`src/source/dcache_pkg.sv`:
```
package dcache_pkg;

	// cache geometry, one 64-bit block per line
	localparam int cache_lines = 32;
	localparam int index_bits  = $clog2(cache_lines); // 5 for 32 lines
	localparam int offset_bits = 3; // byte offset inside a block
	localparam int addr_bits   = 16; // byte address space
	localparam int tag_bits    = addr_bits - index_bits - offset_bits;

	// command encoding shared by the processor and memory buses
	typedef enum logic [1:0] {
		bus_none  = 2'h0,
		bus_load  = 2'h1,
		bus_store = 2'h2
	} bus_cmd_e;

	// field view of a byte address, msb first
	typedef struct packed {
		logic [tag_bits-1:0]    tag;
		logic [index_bits-1:0]  index;
		logic [offset_bits-1:0] offset; // ignored, blocks are whole
	} addr_fields_t;

	// one address word, read raw or split into tag/index/offset
	typedef union packed {
		logic [addr_bits-1:0] raw;
		addr_fields_t         fields;
	} addr_u;

	// processor request, held stable while req is high
	typedef struct packed {
		bus_cmd_e    command;
		addr_u       addr;
		logic [63:0] data; // store data
	} cpu_req_t;

	// load result, valid while ack is high
	typedef struct packed {
		logic [63:0] data;
	} cpu_rsp_t;

	// cache to memory
	typedef struct packed {
		bus_cmd_e             command;
		logic [addr_bits-1:0] addr;
		logic [63:0]          data;
	} mem_req_t;

	// memory to cache
	typedef struct packed {
		logic [3:0]  response; // nonzero tag on accept, zero on refuse
		logic [3:0]  tag;      // nonzero only in the cycle load data returns
		logic [63:0] data;
	} mem_rsp_t;

	// one cache line as stored in the array
	typedef struct packed {
		logic [63:0]         data;
		logic [tag_bits-1:0] tag;
		logic                valid;
		logic                dirty; // line differs from memory
	} line_t;

endpackage

```
`src/source/dcache_array.sv`:
```
module dcache_array (
	input  logic                              clock,
	input  logic                              reset,
	input  logic [dcache_pkg::index_bits-1:0] index,   // line to read and write
	input  logic                              wr_en,
	input  dcache_pkg::line_t                 wr_line,
	output dcache_pkg::line_t                 rd_line  // line at index, same cycle
);

	// direct-mapped storage, one entry per index
	dcache_pkg::line_t lines [dcache_pkg::cache_lines];

	// reset wipes every entry so valid and dirty start clear
	// a write replaces the whole line at once
	always_ff @(posedge clock) begin
		if (reset) begin
			for (int i = 0; i < dcache_pkg::cache_lines; i++) begin
				lines[i] <= '0;
			end
		end else if (wr_en) begin
			lines[index] <= wr_line; // data, tag, valid and dirty together
		end
	end

	// combinational read
	// the controller does tag compare and victim pick off this in the
	// same cycle the index is presented
	assign rd_line = lines[index];

endmodule

```
`config.mk`:
```
export PLATFORM = sky130hd
export DESIGN_NAME = dcache_array
export DESIGN_NICKNAME = d
export VERILOG_FILES = /design/src/source/dcache_pkg.sv /design/src/source/dcache_array.sv
export SDC_FILE = /design/constraint.sdc
export NUM_CORES = 2
export LEC_CHECK = 0
export BUFFER_PORTS_ARGS = -buffer_cell sky130_fd_sc_hd__buf_2
export CAP_MARGIN = 20
export CORE_AREA = 2 2 436 438
export CTS_CLUSTER_SIZE = 25
export DETAILED_ROUTE_END_ITERATION = 16
export DIE_AREA = 0 0 438 440
export PLACE_DENSITY = 0.76
export SETUP_SLACK_MARGIN = 0.15
export SYNTH_ARGS = -nofsm -noshare
export SYNTH_HDL_FRONTEND = slang
export SYNTH_SLANG_ARGS = --single-unit
export TNS_END_PERCENT = 5
```
`constraint.sdc`:
```
create_clock -name clock -period 2.53 [get_ports clock]
set_input_delay 0.253 -clock clock [delete_from_list [all_inputs] [get_ports clock]]
set_output_delay 0.253 -clock clock [all_outputs]
set_load 0.1 [all_outputs]
```
==> impl_metrics.py <==
metrics = {
    "outcome": {
        "status": "finished with violations",
        "violations": "setup timing",
    },
    "detailed_routing": {
        "dr.pass1.iters": 7,
        "vias_per_cell": 6.47,
        "detail-route-antenna-nets": 0,
        "via_count": 67600,
        "dr.max_layer_used": "met5",
        "drt_wl_total_mm": 326,
        "wl_met1_mm": 112,
        "wl_met2_mm": 154,
        "dr.first_iter.drc_count": 10800,
        "drcViolationCount": 0,
        "dr_wl_met3_mm": 42.3,
        "wl_per_cell_um": 31.1,
    },
    "layout": {
        "largest-register": "lines",
        "final_cell_mix": "and2_1 (2,368), edfxtp_1 (2,368), mux2i_1 (1,172), o22ai_1 (578), buf_12 (264)",
        "largest_reg_flops": 2368,
        "nets": 7815,
        "final_core_util_pct": 65.5,
        "top_regs": "lines: 2368 flops",
        "area_delta_synth_final_pct": 16.0,
        "final_area_um2": 124000,
        "final_layout_size_suffix_gt1_share_pct": 14.4,
    },
    "critical_path": {
        "crit_family": "simple AND/OR/NAND/NOR gates",
        "end_kind": "primary output",
        "cp_slowest_cell": "nor4_4",
        "critPathCapture": "rd_line[10]",
        "worstPathArrival_ps": 2500,
        "max_stage_delay_ps": 470,
        "crit_path_start": "lines[27][10]",
        "cp.required_ps": 2280,
        "startpoint_type": "register",
        "worstPathMaxFanout": 1,
        "critical_path_buf_inv_count": 1,
        "critPathKind": "reg2out",
        "cp_cell_sequence": "mux2i_1, o22ai_1, nor4_4, nand2_2, buf_12",
        "crit_cells": 5,
    },
    "global_route": {
        "grt_overflow": 0,
        "antenna_found_initial": 30,
        "grt_max_degree": 75,
        "grt_pass1_wl_mm": 464,
        "grt_pass1_vias": 67100,
        "track_usage_pct": 33.4,
    },
    "logic_synthesis": {
        "ys_ff_latch": 2368,
        "synth_fp_nets": 7662,
        "syn_area_per_cell_um2": 14.1,
        "synth.distinct_cells": 27,
        "yosys_warnings": 0,
        "synthCells": 7580,
        "ys_seq_area_share_pct": 66.7,
        "syn-cell-area_um2": 107000,
    },
    "pwr": {
        "p_leak_nw": 46.4,
        "finalPower_mw": 89.0,
        "power_density_nw_per_um2": 720,
        "ir_worst_vdd_v": 0.000704,
    },
    "clocking": {
        "clk_pin_slew_worst_paths_ps": 60,
        "cts_max_level": 4,
        "clockBufferDepth": 3,
        "cts.sinks": 2368,
        "cts_tree": "built",
        "cts_made_buffers": 232,
        "cts_setup_buffers": 0,
        "cts-root-buf": "clkbuf_16",
    },
    "sta": {
        "relSlewSlack_pct": 31.0,
        "rsz0062_at_grt": "true",
        "setup_viol": 63,
        "min_period_over_period_pct": 109,
        "layout_min_cycle_time_ps": 2760,
        "hold_viol": 0,
        "drv_slew": 0,
        "max_freq_ghz": 0.363,
        "worst_slack_ps": -226,
        "tightest_slew_ps": 1040,
    },
    "die": {
        "rows": 160,
        "die_area_um2": 193000,
        "start_util_pct": 56.5,
        "die_x_um": 438,
        "io_pins": 156,
        "fp.dieH_um": 440,
        "core_area_um2": 189000,
    },
    "placed_design": {
        "gp_congestion": 0.845,
        "dp_hpwl_mm": 175,
        "io_buffers": 155,
        "dpl_cell_area_um2": 114000,
    },
    "job": {
        "maxCapViolations": 0,
    },
    "min_path": {
        "hold_class": "in2reg",
    },
}
-- Yosys cell counts --
cell type | number | share of area (%)
and2_1 | 2368 | 14
buf_1 | 26 | 0.092
buf_2 | 111 | 0.52
buf_4 | 30 | 0.21
buf_6 | 17 | 0.18
clkbuf_1 | 525 | 1.8
clkbuf_2 | 44 | 0.21
edfxtp_1 | 2368 | 67
mux2i_1 | 1184 | 11
nand2_1 | 76 | 0.27
nand3_1 | 1 | 0.0047
nand3b_1 | 2 | 0.014
nand4_1 | 1 | 0.0059
nand4b_1 | 5 | 0.041
nand4bb_1 | 8 | 0.085
nor2_1 | 22 | 0.077
nor2_2 | 4 | 0.023
nor2_4 | 3 | 0.032
nor3_1 | 3 | 0.014
nor3_4 | 1 | 0.015
nor4_1 | 148 | 0.87
o22ai_1 | 592 | 3.5
or2_2 | 32 | 0.19
or3_1 | 1 | 0.0059
or3b_2 | 2 | 0.016
or4_1 | 1 | 0.0070
or4b_1 | 5 | 0.047
-- where the power goes --
part | switching, mW | internal [mW]
sequential | 0.596 | 45.2
clock | 15.1 | 19.0
combinational | 6.07 | 3.02
-- final cells by class --
cell class / count / area, µm²
Clock inverter: 153 / 1460
Clock buffer: 276 / 5970
Fill cell: 12900 / 65000
Sequential cell: 2368 / 71100
Multi-Input combinational cell: 4459 / 33400
Timing Repair Buffer: 672 / 8470
Antenna cell: 17 / 42.5
Tap cell: 2511 / 3140
-- cell families after synthesis --
| group | share of synthesized area [%] |
|---|---|
| AOI/OAI and AO/OA | 3.48 |
| muxes | 11.1 |
| DFF | 66.7 |
| buffers and inverters | 3.06 |
| and+or+nand+nor | 15.6 |
-- metal layers --
metal	vias to the layer above	track usage [%]
met3	1068	7.25
li1	27900	-
met5	-	0
met2	5130	54.2
met1	33600	43.0
met4	2	16.0
-- through the flow --
stage / hold slack [ps] / setup WS, ps / instances / TNS, ps
after floorplan: 451 / -172 / 7580 / -118430
after global placement: 838 / -474 / 9947 / -6230
after detailed placement: 849 / -523 / 9947 / -7390
after CTS: 1.16 / -178 / 10400 / -6930
after global routing: 38.8 / -228 / 10400 / -10390
final: 38.9 / -226 / 10500 / -5170
-- how the worst min path moves through the flow --
stage | startpoint | to | slack, ps | depth (start not counted)
final | wr_line[53] | lines[22][53] | 40 | 2
after global routing | wr_line[53] | lines[30][53] | 40 | 2
after CTS | wr_line[15] | lines[17][15] | 1 | 2
after detailed placement | wr_line[4] | lines[12][4] | 850 | 2
after global placement | wr_line[4] | lines[13][4] | 840 | 2
after floorplan | wr_line[0] | lines[0][0] | 450 | 1
-- what timing repair did --
action	CTS	global route
resized for setup	205	50
hold endpoints to repair	1543	0
endpoints found under the setup margin	74	74
hold buffers	63	0
pin swaps	84	44
Note: power is estimated with default switching activity, not from simulation.
