`config.mk`:
```
export PLATFORM = sky130hd
export DESIGN_NAME = dcache_ctrl
export DESIGN_NICKNAME = d
export VERILOG_FILES = /design/src/source/dcache_pkg.sv /design/src/source/dcache_ctrl.sv
export SDC_FILE = /design/constraint.sdc
export NUM_CORES = 1
export LEC_CHECK = 0
export ABC_AREA = 1
export BUFFER_PORTS_ARGS = -buffer_cell sky130_fd_sc_hd__clkbuf_2
export CAP_MARGIN = 25
export CORE_AREA = 2 2 179 181
export DETAILED_ROUTE_END_ITERATION = 10
export DIE_AREA = 0 0 181 183
export SETUP_SLACK_MARGIN = 0.05
export SLEW_MARGIN = 20
export SYNTH_ARGS = -nofsm -noshare
export SYNTH_HDL_FRONTEND = slang
export SYNTH_SLANG_ARGS = --single-unit
```
`constraint.sdc`:
```
create_clock -name clock -period 4.05 [get_ports clock]
set_input_delay 0.81 -clock clock [delete_from_list [all_inputs] [get_ports clock]]
set_output_delay 0.81 -clock clock [all_outputs]
set_load 0.03 [all_outputs]
```
`src/source/dcache_pkg.sv`:
```
package dcache_pkg;

	// cache geometry, one 64-bit block per line
	localparam int cache_lines = 32;
	localparam int index_bits  = $clog2(cache_lines); // 5 for 32 lines
	localparam int offset_bits = 3; // byte offset inside a block
	localparam int addr_bits   = 16; // byte address space
	localparam int tag_bits    = addr_bits - index_bits - offset_bits;

	// command encoding shared by the processor and memory buses
	typedef enum logic [1:0] {
		bus_none  = 2'h0,
		bus_load  = 2'h1,
		bus_store = 2'h2
	} bus_cmd_e;

	// field view of a byte address, msb first
	typedef struct packed {
		logic [tag_bits-1:0]    tag;
		logic [index_bits-1:0]  index;
		logic [offset_bits-1:0] offset; // ignored, blocks are whole
	} addr_fields_t;

	// one address word, read raw or split into tag/index/offset
	typedef union packed {
		logic [addr_bits-1:0] raw;
		addr_fields_t         fields;
	} addr_u;

	// processor request, held stable while req is high
	typedef struct packed {
		bus_cmd_e    command;
		addr_u       addr;
		logic [63:0] data; // store data
	} cpu_req_t;

	// load result, valid while ack is high
	typedef struct packed {
		logic [63:0] data;
	} cpu_rsp_t;

	// cache to memory
	typedef struct packed {
		bus_cmd_e             command;
		logic [addr_bits-1:0] addr;
		logic [63:0]          data;
	} mem_req_t;

	// memory to cache
	typedef struct packed {
		logic [3:0]  response; // nonzero tag on accept, zero on refuse
		logic [3:0]  tag;      // nonzero only in the cycle load data returns
		logic [63:0] data;
	} mem_rsp_t;

	// one cache line as stored in the array
	typedef struct packed {
		logic [63:0]         data;
		logic [tag_bits-1:0] tag;
		logic                valid;
		logic                dirty; // line differs from memory
	} line_t;

endpackage

```
`src/source/dcache_ctrl.sv`:
```
module dcache_ctrl (
	input  logic                              clock,
	input  logic                              reset,
	input  logic                              req,     // four-phase request
	input  dcache_pkg::cpu_req_t              cpu_req,
	output logic                              ack,
	output dcache_pkg::cpu_rsp_t              cpu_rsp,
	output dcache_pkg::mem_req_t              mem_req,
	input  dcache_pkg::mem_rsp_t              mem_rsp,
	output logic [dcache_pkg::index_bits-1:0] index,
	output logic                              wr_en,
	output dcache_pkg::line_t                 wr_line,
	input  dcache_pkg::line_t                 rd_line
);

	typedef enum logic [2:0] {
		st_idle,
		st_lookup,
		st_wb_req,     // sending dirty victim to memory
		st_fetch_req,  // sending load of the missed block
		st_fetch_wait, // waiting for the memory tag to come back
		st_respond     // ack high until req drops
	} state_e;

	state_e            state;
	state_e            state_next;
	logic [3:0]        mem_tag;   // tag of the outstanding fill, zero when none
	logic [63:0]       rsp_data;  // load result held for the processor
	logic              hit;
	logic              victim_dirty;
	logic              is_store;
	logic              accepted;  // memory took the current request
	logic              fill_ready;
	dcache_pkg::addr_u victim_addr;
	dcache_pkg::addr_u fetch_addr;

	// request is held by the processor, so decode it straight off the port
	assign is_store = cpu_req.command == dcache_pkg::bus_store;
	assign index    = cpu_req.addr.fields.index;

	assign hit          = rd_line.valid && (rd_line.tag == cpu_req.addr.fields.tag);
	assign victim_dirty = rd_line.valid && rd_line.dirty; // needs write-back before reuse
	assign accepted     = mem_rsp.response != 4'h0;
	assign fill_ready   = (mem_tag != 4'h0) && (mem_rsp.tag == mem_tag);

	// block addresses, offset forced to zero
	always_comb begin
		victim_addr.fields.tag    = rd_line.tag; // where the old line lives
		victim_addr.fields.index  = index;
		victim_addr.fields.offset = '0;
		fetch_addr.fields.tag     = cpu_req.addr.fields.tag;
		fetch_addr.fields.index   = index;
		fetch_addr.fields.offset  = '0;
	end

	always_comb begin
		state_next = state;
		case (state)
			st_idle: begin
				if (req) state_next = st_lookup;
			end
			st_lookup: begin
				// store over a clean or empty line allocates right here
				if (hit || (is_store && !victim_dirty)) state_next = st_respond;
				else if (victim_dirty) state_next = st_wb_req;
				else state_next = st_fetch_req;
			end
			st_wb_req: begin
				// refused request just stays put
				if (accepted) state_next = is_store ? st_respond : st_fetch_req;
			end
			st_fetch_req: begin
				if (accepted) state_next = st_fetch_wait;
			end
			st_fetch_wait: begin
				if (fill_ready) state_next = st_respond;
			end
			st_respond: begin
				if (!req) state_next = st_idle; // ack falls on this edge
			end
			default: state_next = st_idle;
		endcase
	end

	// array writes
	// every store leaves the line valid and dirty, a fill leaves it clean
	always_comb begin
		wr_en         = 1'b0;
		wr_line.data  = cpu_req.data;
		wr_line.tag   = cpu_req.addr.fields.tag;
		wr_line.valid = 1'b1;
		wr_line.dirty = 1'b1;
		case (state)
			st_lookup:     wr_en = is_store && (hit || !victim_dirty);
			st_wb_req:     wr_en = is_store && accepted; // victim safe in memory now
			st_fetch_wait: begin
				wr_en         = fill_ready;
				wr_line.data  = mem_rsp.data;
				wr_line.dirty = 1'b0;
			end
			default: wr_en = 1'b0;
		endcase
	end

	// memory request, only driven in the two request states
	always_comb begin
		mem_req.command = dcache_pkg::bus_none;
		mem_req.addr    = fetch_addr.raw;
		mem_req.data    = rd_line.data; // victim data for write-back
		case (state)
			st_wb_req: begin
				mem_req.command = dcache_pkg::bus_store;
				mem_req.addr    = victim_addr.raw;
			end
			st_fetch_req: mem_req.command = dcache_pkg::bus_load;
			default:      mem_req.command = dcache_pkg::bus_none;
		endcase
	end

	always_ff @(posedge clock) begin
		if (reset) begin
			state <= st_idle;
		end else begin
			state <= state_next;
		end
	end

	// remember which memory tag carries our fill
	always_ff @(posedge clock) begin
		if (reset) begin
			mem_tag <= 4'h0;
		end else if (state == st_fetch_req && accepted) begin
			mem_tag <= mem_rsp.response;
		end else if (state == st_fetch_wait && fill_ready) begin
			mem_tag <= 4'h0; // fill done
		end
	end

	always_ff @(posedge clock) begin
		if (state == st_lookup && hit) begin
			rsp_data <= rd_line.data; // hit load
		end else if (state == st_fetch_wait && fill_ready) begin
			rsp_data <= mem_rsp.data; // load miss
		end
	end

	assign ack          = state == st_respond;
	assign cpu_rsp.data = rsp_data;

endmodule

```
==> impl_summary.md, run 1 <==
Route
The detailed router placed 5637 vias in this run. For this run, the detailed router's first-pass iteration total came to 6. The vias per cell is between 3 and 4. The overall routed net length is 18800 microns. The routed wire length per instance is 12.8 microns. The count of nets left with antenna violations after detail routing is 0. The number of violations reported at the end of detailed-routing iteration 0 is around 260.

After detailed routing, the number of remaining DRC violations is 0.

Cells and area
The layout overhead on the synthesized area is 41.8%. In the final layout, the share of cells above drive strength 1 is 0.482. Counting the fill cells in the layout gives around 3500. The total number of nets in the final design is 1292. Excluding fillers, the count of instances in the completed layout stands at 1468. The count of antenna diodes in the layout is 0.

Clocking
The clock slew at the register clock pins of the worst setup and hold paths is approximately 0.060 ns. The number of instances resized during post-cts repair is 0. The number of setup buffers added after CTS is 0.

The CTS tree is built. Buffers inserted during clock tree synthesis total 9. In this run the clock root is driven by a clkbuf_16. The total of hold buffers inserted after clock tree synthesis is 0. The worst-case clock buffer depth is 2. The clock network latency to the later pin of the worst-skew pair is 0.34 ns. The number of H-tree levels is 3.

The clock sink total is slightly above 70.

Synthesis
During synthesis, Yosys emitted a total of 0 warnings. The synthesized area is 0.00533 sq mm. Yosys attributes the largest share of cell area to edfxtp_1 (36%), nand2_1 (22%), buf_4 (12%), o21ai_2 (9.0%), inv_1 (6.5%).

Of the post-synthesis cell area, the dominant cell type holds 0.361. The synthesized design contains between 70 and 80 register bits. After synthesis, the mean cell area works out to approximately 7.4 sq um. Synthesis handed over a netlist of between 700 and 800 instances. The count of cell types in the netlist is 25. The top cell type by total area after synthesis is edfxtp_1. The share of the Yosys chip area taken by registers is 0.387.

Die
For this configuration, the core starts out at a cell density of 0.171. The area inside the core boundary is about 0.031 sq mm. The die is 183 microns tall.

The floorplan has 65 rows. The die area is 0.0331 sq mm. During I/O placement, the number of pins put on the boundary was between 400 and 500.

The die span in x is 181 microns.

Timing
The number of hold-slack violations in the final timing report is 0. The relative slew slack is 0.387. In the finished design, the share of the clock period the worst path needs comes to 0.767. Setup repair after global routing left no endpoint under its margin.

The post-route setup TNS is 0 ns. The peak clock frequency supported by timing is 322 MHz. The setup clock skew after layout is 0.00744 ns.

Setup violations remaining at the end of the flow were counted as 0. The final critical delay including setup and external delays is 3.10 ns. The actual transition at the worst max-transition pin is 0.920 ns. The count of pins over their slew limit is 0.

Worst setup path
STA classifies the critical path startpoint as a flop. At the worst endpoint, the required time is 3.24 ns. The cell depth of the worst flop-to-flop path is 7. By startpoint and endpoint, the worst setup path is classified as flop to output port. In this run the critical register-to-register path is launched from state[0]$_SDFFE_PP0P_. The worst setup path startpoint is state[0]$_SDFFE_PP0P_. In this run the worst path has a maximum fanout of 34. Data on the critical path arrives at its endpoint at 2.29 ns. The endpoint class of the critical path is an output port.

Run
Max-cap violations in this run came to 0.

Global route
The overall track demand over capacity in global routing is 0.109. The total grt overflow is 0. The largest net degree at the start of global routing is 129. The global-route wire length before repair is 27700 microns. The number of antenna violations at the first check in global routing was 1. The number of global-route vias before repair was approximately 5200.

Power
The worst voltage drop across the vdd grid is 0.199 mV. The leakage power figure is around 4.3 nW. The total power divided by cell area is 348 mW/mm^2.

Place
Routability-driven placement finished with a final weighted congestion of between 0.8 and 0.9. Including well taps, the total number of placed cells is 1452. After legalization and detailed placement, the total HPWL measured 15300 microns. The number of buffer cells added on primary ports is 435.

Hold path
In this run the most critical hold path is launched from mem_tag[2]$_SDFFE_PP0P_. The hold-critical path depth is 2. In this run the worst hold path is classified as flop to flop.

Run status
The run finished with clean final reports.
[metrics by stage]
step / hold WS [ns] / utilization / power, mW / setup WS (ns) / instance area [sq um]
2_1_floorplan: 0.447 / - / 1.46 / 0.642 / 5340
3_3_place_gp: 0.468 / 0.231 / 1.71 / 1.19 / 7220
3_5_place_dp: 0.480 / 0.231 / 1.72 / 1.22 / 7220
4_1_cts: 0.489 / 0.242 / 2.67 / 0.928 / 7560
5_1_grt: 0.517 / 0.242 / 2.78 / 0.785 / 7560
6_report: 0.488 / 0.242 / 2.63 / 0.945 / 7560
[area by class of cell]
type | instances | area [sq um] | area share
Inverter | 94 | 353 | 0.0467
Multi-Input combinational cell | 447 | 2080 | 0.275
Timing Repair Buffer | 438 | 2220 | 0.294
Clock inverter | 7 | 111 | 0.0147
Clock buffer | 9 | 225 | 0.0298
Tap cell | 402 | 503 | 0.0666
Sequential cell | 71 | 2060 | 0.273
[synthesized netlist by cell type (all sizes together)]
master	n
dfxtp	7
or2	2
nand3	8
nand2	315
a311oi	1
conb	2
buf	112
xor2	3
nor3	2
a21oi	13
nor2	18
o21ai	79
nand4	2
edfxtp	64
inv	94
clkbuf	3
[final timing paths]
check / end / slack, ns
worst max-delay path: wr_line[12] / 0.95
worst min-delay path: mem_tag[2]$_SDFFE_PP0P_ / 0.49
worst max register to register: cpu_rsp[37]$_DFFE_PP_ / 1.50
worst min register to register: mem_tag[2]$_SDFFE_PP0P_ / 0.49
[critical path, stage by stage (launching register included)]
cell      delay (ns)
dfxtp_1         0.40
inv_1           0.12
nand2_1         0.14
nor2_4          0.04
inv_2           0.53
buf_12          0.28
nand2_1         0.07
nand2_1         0.14
clkbuf_2        0.23
[sequential cells by signal, indices dropped and copies added, names as in the netlist]
name and flops:
cpu_rsp 64, state 3, mem_tag 4
[power by group]
part / internal [mW] / leakage (nW) / switching (mW) / total (mW)
registers: 0.807 / 0.632 / 0.0101 / 0.817
clock network: 0.598 / 0.164 / 0.330 / 0.928
logic: 0.265 / 3.50 / 0.617 / 0.882
[per-layer routing]
layer / track usage / up-vias / part of all wire
met3: 0.0320 / 26 / 0.077
met5: 0 / - / 0.00069
met4: 0.0426 / 2 / 0.021
met2: 0.189 / 253 / 0.49
li1: - / 2833 / -
met1: 0.125 / 2523 / 0.41
[cell families after synthesis]
| kind of cell | synth area share |
|---|---|
| AND/OR/NAND/NOR | 0.251 |
| buffers and inverters | 0.229 |
| AO/OA/AOI/OAI | 0.127 |
| flip-flops | 0.387 |
| other | 0.00141 |
| XOR/XNOR | 0.00493 |
[layout by cell type (no fill, tap or decap)]
| cell | count |
|---|---|
| a21oi_1 | 13 |
| a311oi_1 | 1 |
| buf_12 | 2 |
| buf_4 | 1 |
| bufinv_16 | 3 |
| clkbuf_16 | 9 |
| clkbuf_2 | 435 |
| clkinv_1 | 2 |
| clkinv_2 | 1 |
| clkinv_4 | 1 |
| conb_1 | 4 |
| dfxtp_1 | 7 |
| edfxtp_1 | 64 |
| inv_1 | 92 |
| inv_2 | 2 |
| nand2_1 | 314 |
| nand2_4 | 1 |
| nand3_1 | 7 |
| nand3_4 | 1 |
| nand4_1 | 2 |
| nor2_1 | 16 |
| nor2_2 | 1 |
| nor2_4 | 1 |
| nor3_1 | 1 |
| nor3_2 | 1 |
| o21ai_0 | 19 |
| o21ai_1 | 5 |
| o21ai_2 | 55 |
| or2_0 | 1 |
| or2_1 | 1 |
| xor2_1 | 3 |
No activity file was read; power rests on OpenSTA's default activity.
==> inputs of run 2 (changes only) <==
==> constraint.sdc (replaced) <==
create_clock -name clock -period 3 [get_ports clock]
set_input_delay 0.6 -clock clock [delete_from_list [all_inputs] [get_ports clock]]
set_output_delay 0.6 -clock clock [all_outputs]
set_load 0.03 [all_outputs]
==> run 2 against run 1 <==
Effect of this change:
- total power rose by 25%
- first-iteration DRC count rose by 6.6%
- non-clock buffer count rose by 7
- utilization fell by 0.056 points
- clock power rose by 9%
- worst setup slack got worse by 0.51 ns
- hold slack got worse by 0.012 ns
- largest power group is now combinational cells
==> impl_summary.md, run 2 (same netlist as run 1, synthesis figures left out) <==
Clocking
CTS placed an instance of clkbuf_16 at the clock tree root. For this design, the sink count on the clock tree is 71. In this run, CTS created clock tree buffers numbering 9. Post-CTS timing repair inserted 0 buffers for setup.

The number of H-tree levels is 3. For the worst-skew pair, the clock arrives at the later sink with an insertion delay of 0.34 ns. The number of instances resized during post-cts repair is 0.

The worst-case clock buffer depth is 2. TritonCTS built the clock tree. Clock-pin slew was measured on the worst setup and hold paths at 0.06 ns. For this design, the CTS-stage hold fixing added 0 buffers.

Die
Measured along the x axis, the die boundary spans between 150 and 200 microns. The area inside the core boundary is ~0.031 sq mm. The initial core utilization is 0.171.

In this run the count of I/O pins placed on the die edge is ~460. The height of the die is 183 microns. Row generation in the floorplan step produced 65 rows. The die covers 0.0331 sq mm.

Cells and area
The fraction of final layout cells with drive strength greater than 1 is 0.487. The library cells used most frequently in the layout, excluding fill and tap cells, are clkbuf_2 (435), nand2_1 (314), inv_1 (92). The total number of nets in the final design is 1299.

The layout overhead on the synthesized area is 41.4%. The number of standard cells in the layout, taps in and fillers out is 1475. The library cell used most frequently in the layout, excluding fill and tap cells, is clkbuf_2.

The flip-flop count of the largest register, all copies and words added is 64.

Timing
The fraction of the cycle the final worst path needs is 0.854. The number of hold-slack violations in the final timing report is 0. The count of pins over their slew limit is 0. Counting I/O delays and the setup requirement, the final critical path takes roughly 2.6 ns. Setup repair after global routing left no endpoint under its margin. The final-report setup violation count is 0. Clock skew on the completed layout was measured at 0.0117 ns. Setup total negative slack on the finished layout was measured at 0 ns. Derived from the worst setup path, the maximum achievable clock frequency is 390 MHz.

Power
In this run the power density over the cells is 437 mW/mm^2. IR analysis of the VDD net gives a maximum drop of between 0.2 and 0.25 mV. The leakage power figure is 4.30 nW. The overall power after layout is 3.30 mW.

Global route
The overall track demand over capacity in global routing is 0.105. The number of global-route vias before repair is 5222. The total overflow left after global routing is 0. Entering global routing, the biggest net connects 67 pins.

The number of antenna violations at the first check in global routing is 1. The first global-routing pass estimated between 20000 and 30000 microns of wire.

Route
The final route contains 5607 vias. After detailed routing, the met3 layer carries between 1000 and 1500 microns of wire. The number of violations reported at the end of detailed-routing iteration 0 is 274. Dividing the detail-routed wire length by the instance count gives 12.4 microns.

After detailed routing, the number of vias per cell comes to 3.80. The count of nets left with antenna violations after detail routing is 0. In the final routing, the length of wire on met1 measures about 7500 microns. The pre-antenna-repair detailed-routing pass consisted of 5 iterations. The routed design has 18300 microns of wire. For this run, design rule violations remaining after detail routing come to 0. Wire segments on met2 add up to 9010 microns in the final route.

The highest layer used for signal routing is met4.

Place
Detailed placement ended at an HPWL of 15400 microns. The placed cell count is 1459. Routability-driven placement finished with a final weighted congestion of about 0.89. The number of buffer cells added on primary ports is 435.

Worst setup path
The endpoint class of the critical path is an output port. By instance count, the cell type seen most on the critical path is nand2_1. The dominant delay contributor by cell family on the critical path is buffers and inverters.

The top fanout value on the critical path is 33. STA classifies the critical path startpoint as a flop. Counting both buffers and inverters, the worst setup path holds a total of 4. The signal on the critical path passes through inv_1 -> nand2_1 -> nor2_4 -> inv_2 -> buf_4 -> nand2_1 -> nand2_1 -> clkbuf_2. The critical path is of the flop to output port type. STA puts the critical path data required time at roughly 2.4 ns.

The arrival time of data at the critical path endpoint is between 1.5 and 2 ns. The slowest stage of the critical path is the dfxtp_1 cell. The highest cell delay on the worst timing path is 0.41 ns.

Run
The max-cap violation count is 0.

Run status
The flow ran to the end, and the final reports show no timing, DRC or antenna violations.

Hold path
In this run the worst hold path is classified as flop to flop.
run 2: changes by cell type in the layout (fill, tap and decap cells not counted):
cell,delta
diode_2,+1
clkinv_1,-2
buf_4,+7
bufinv_16,-3
clkinvlp_4,+2
clkinv_2,+2
run 2: power by group:
group          switching (mW)  leakage [nW]  internal (mW)
registers              0.0130         0.632           1.09
clock network           0.453         0.127          0.553
logic                   0.827          3.54          0.361
run 2: tightest hold or removal path, cell delays in order (launching register included):
cell	delay [ns]
dfxtp_1	0.32
nand2_1	0.06
a21oi_1	0.05
run 2: stage by stage:
step	utilization	worst slack, ns	cell area [sq um]	hold slack (ns)
after floorplan	-	0.430	5340	0.447
after global placement	0.233	0.614	7270	0.470
after detailed placement	0.233	0.582	7270	0.470
after CTS	0.241	0.400	7540	0.478
after global routing	0.241	0.241	7540	0.509
final	0.241	0.438	7540	0.476
run 2: routing by layer:
layer | global-route usage | vias to the layer above
li1 | - | 2848
met1 | 0.121 | 2451
met2 | 0.186 | 275
met3 | 0.0224 | 33
met4 | 0.0507 | 0
met5 | 0 | -
run 2: cell type report:
type / instances / area (sq um)
Fill cell: 3473 / 23700
Timing Repair Buffer: 445 / 2280
Multi-Input combinational cell: 447 / 2080
Sequential cell: 71 / 2060
Tap cell: 402 / 503
Inverter: 94 / 353
Clock buffer: 9 / 225
Clock inverter: 6 / 38.8
Antenna cell: 1 / 2.50
run 2: worst paths after layout:
check                                from                      end  slack [ns]  cells after the start
setup / recovery    state[0]$_SDFFE_PP0P_              wr_line[10]        0.44                      8
hold / removal    mem_tag[2]$_SDFFE_PP0P_  mem_tag[2]$_SDFFE_PP0P_        0.48                      2
setup reg to reg  mem_tag[3]$_SDFFE_PP0P_    cpu_rsp[29]$_DFFE_PP_        1.08                      9
hold reg to reg   mem_tag[2]$_SDFFE_PP0P_  mem_tag[2]$_SDFFE_PP0P_        0.48                      2
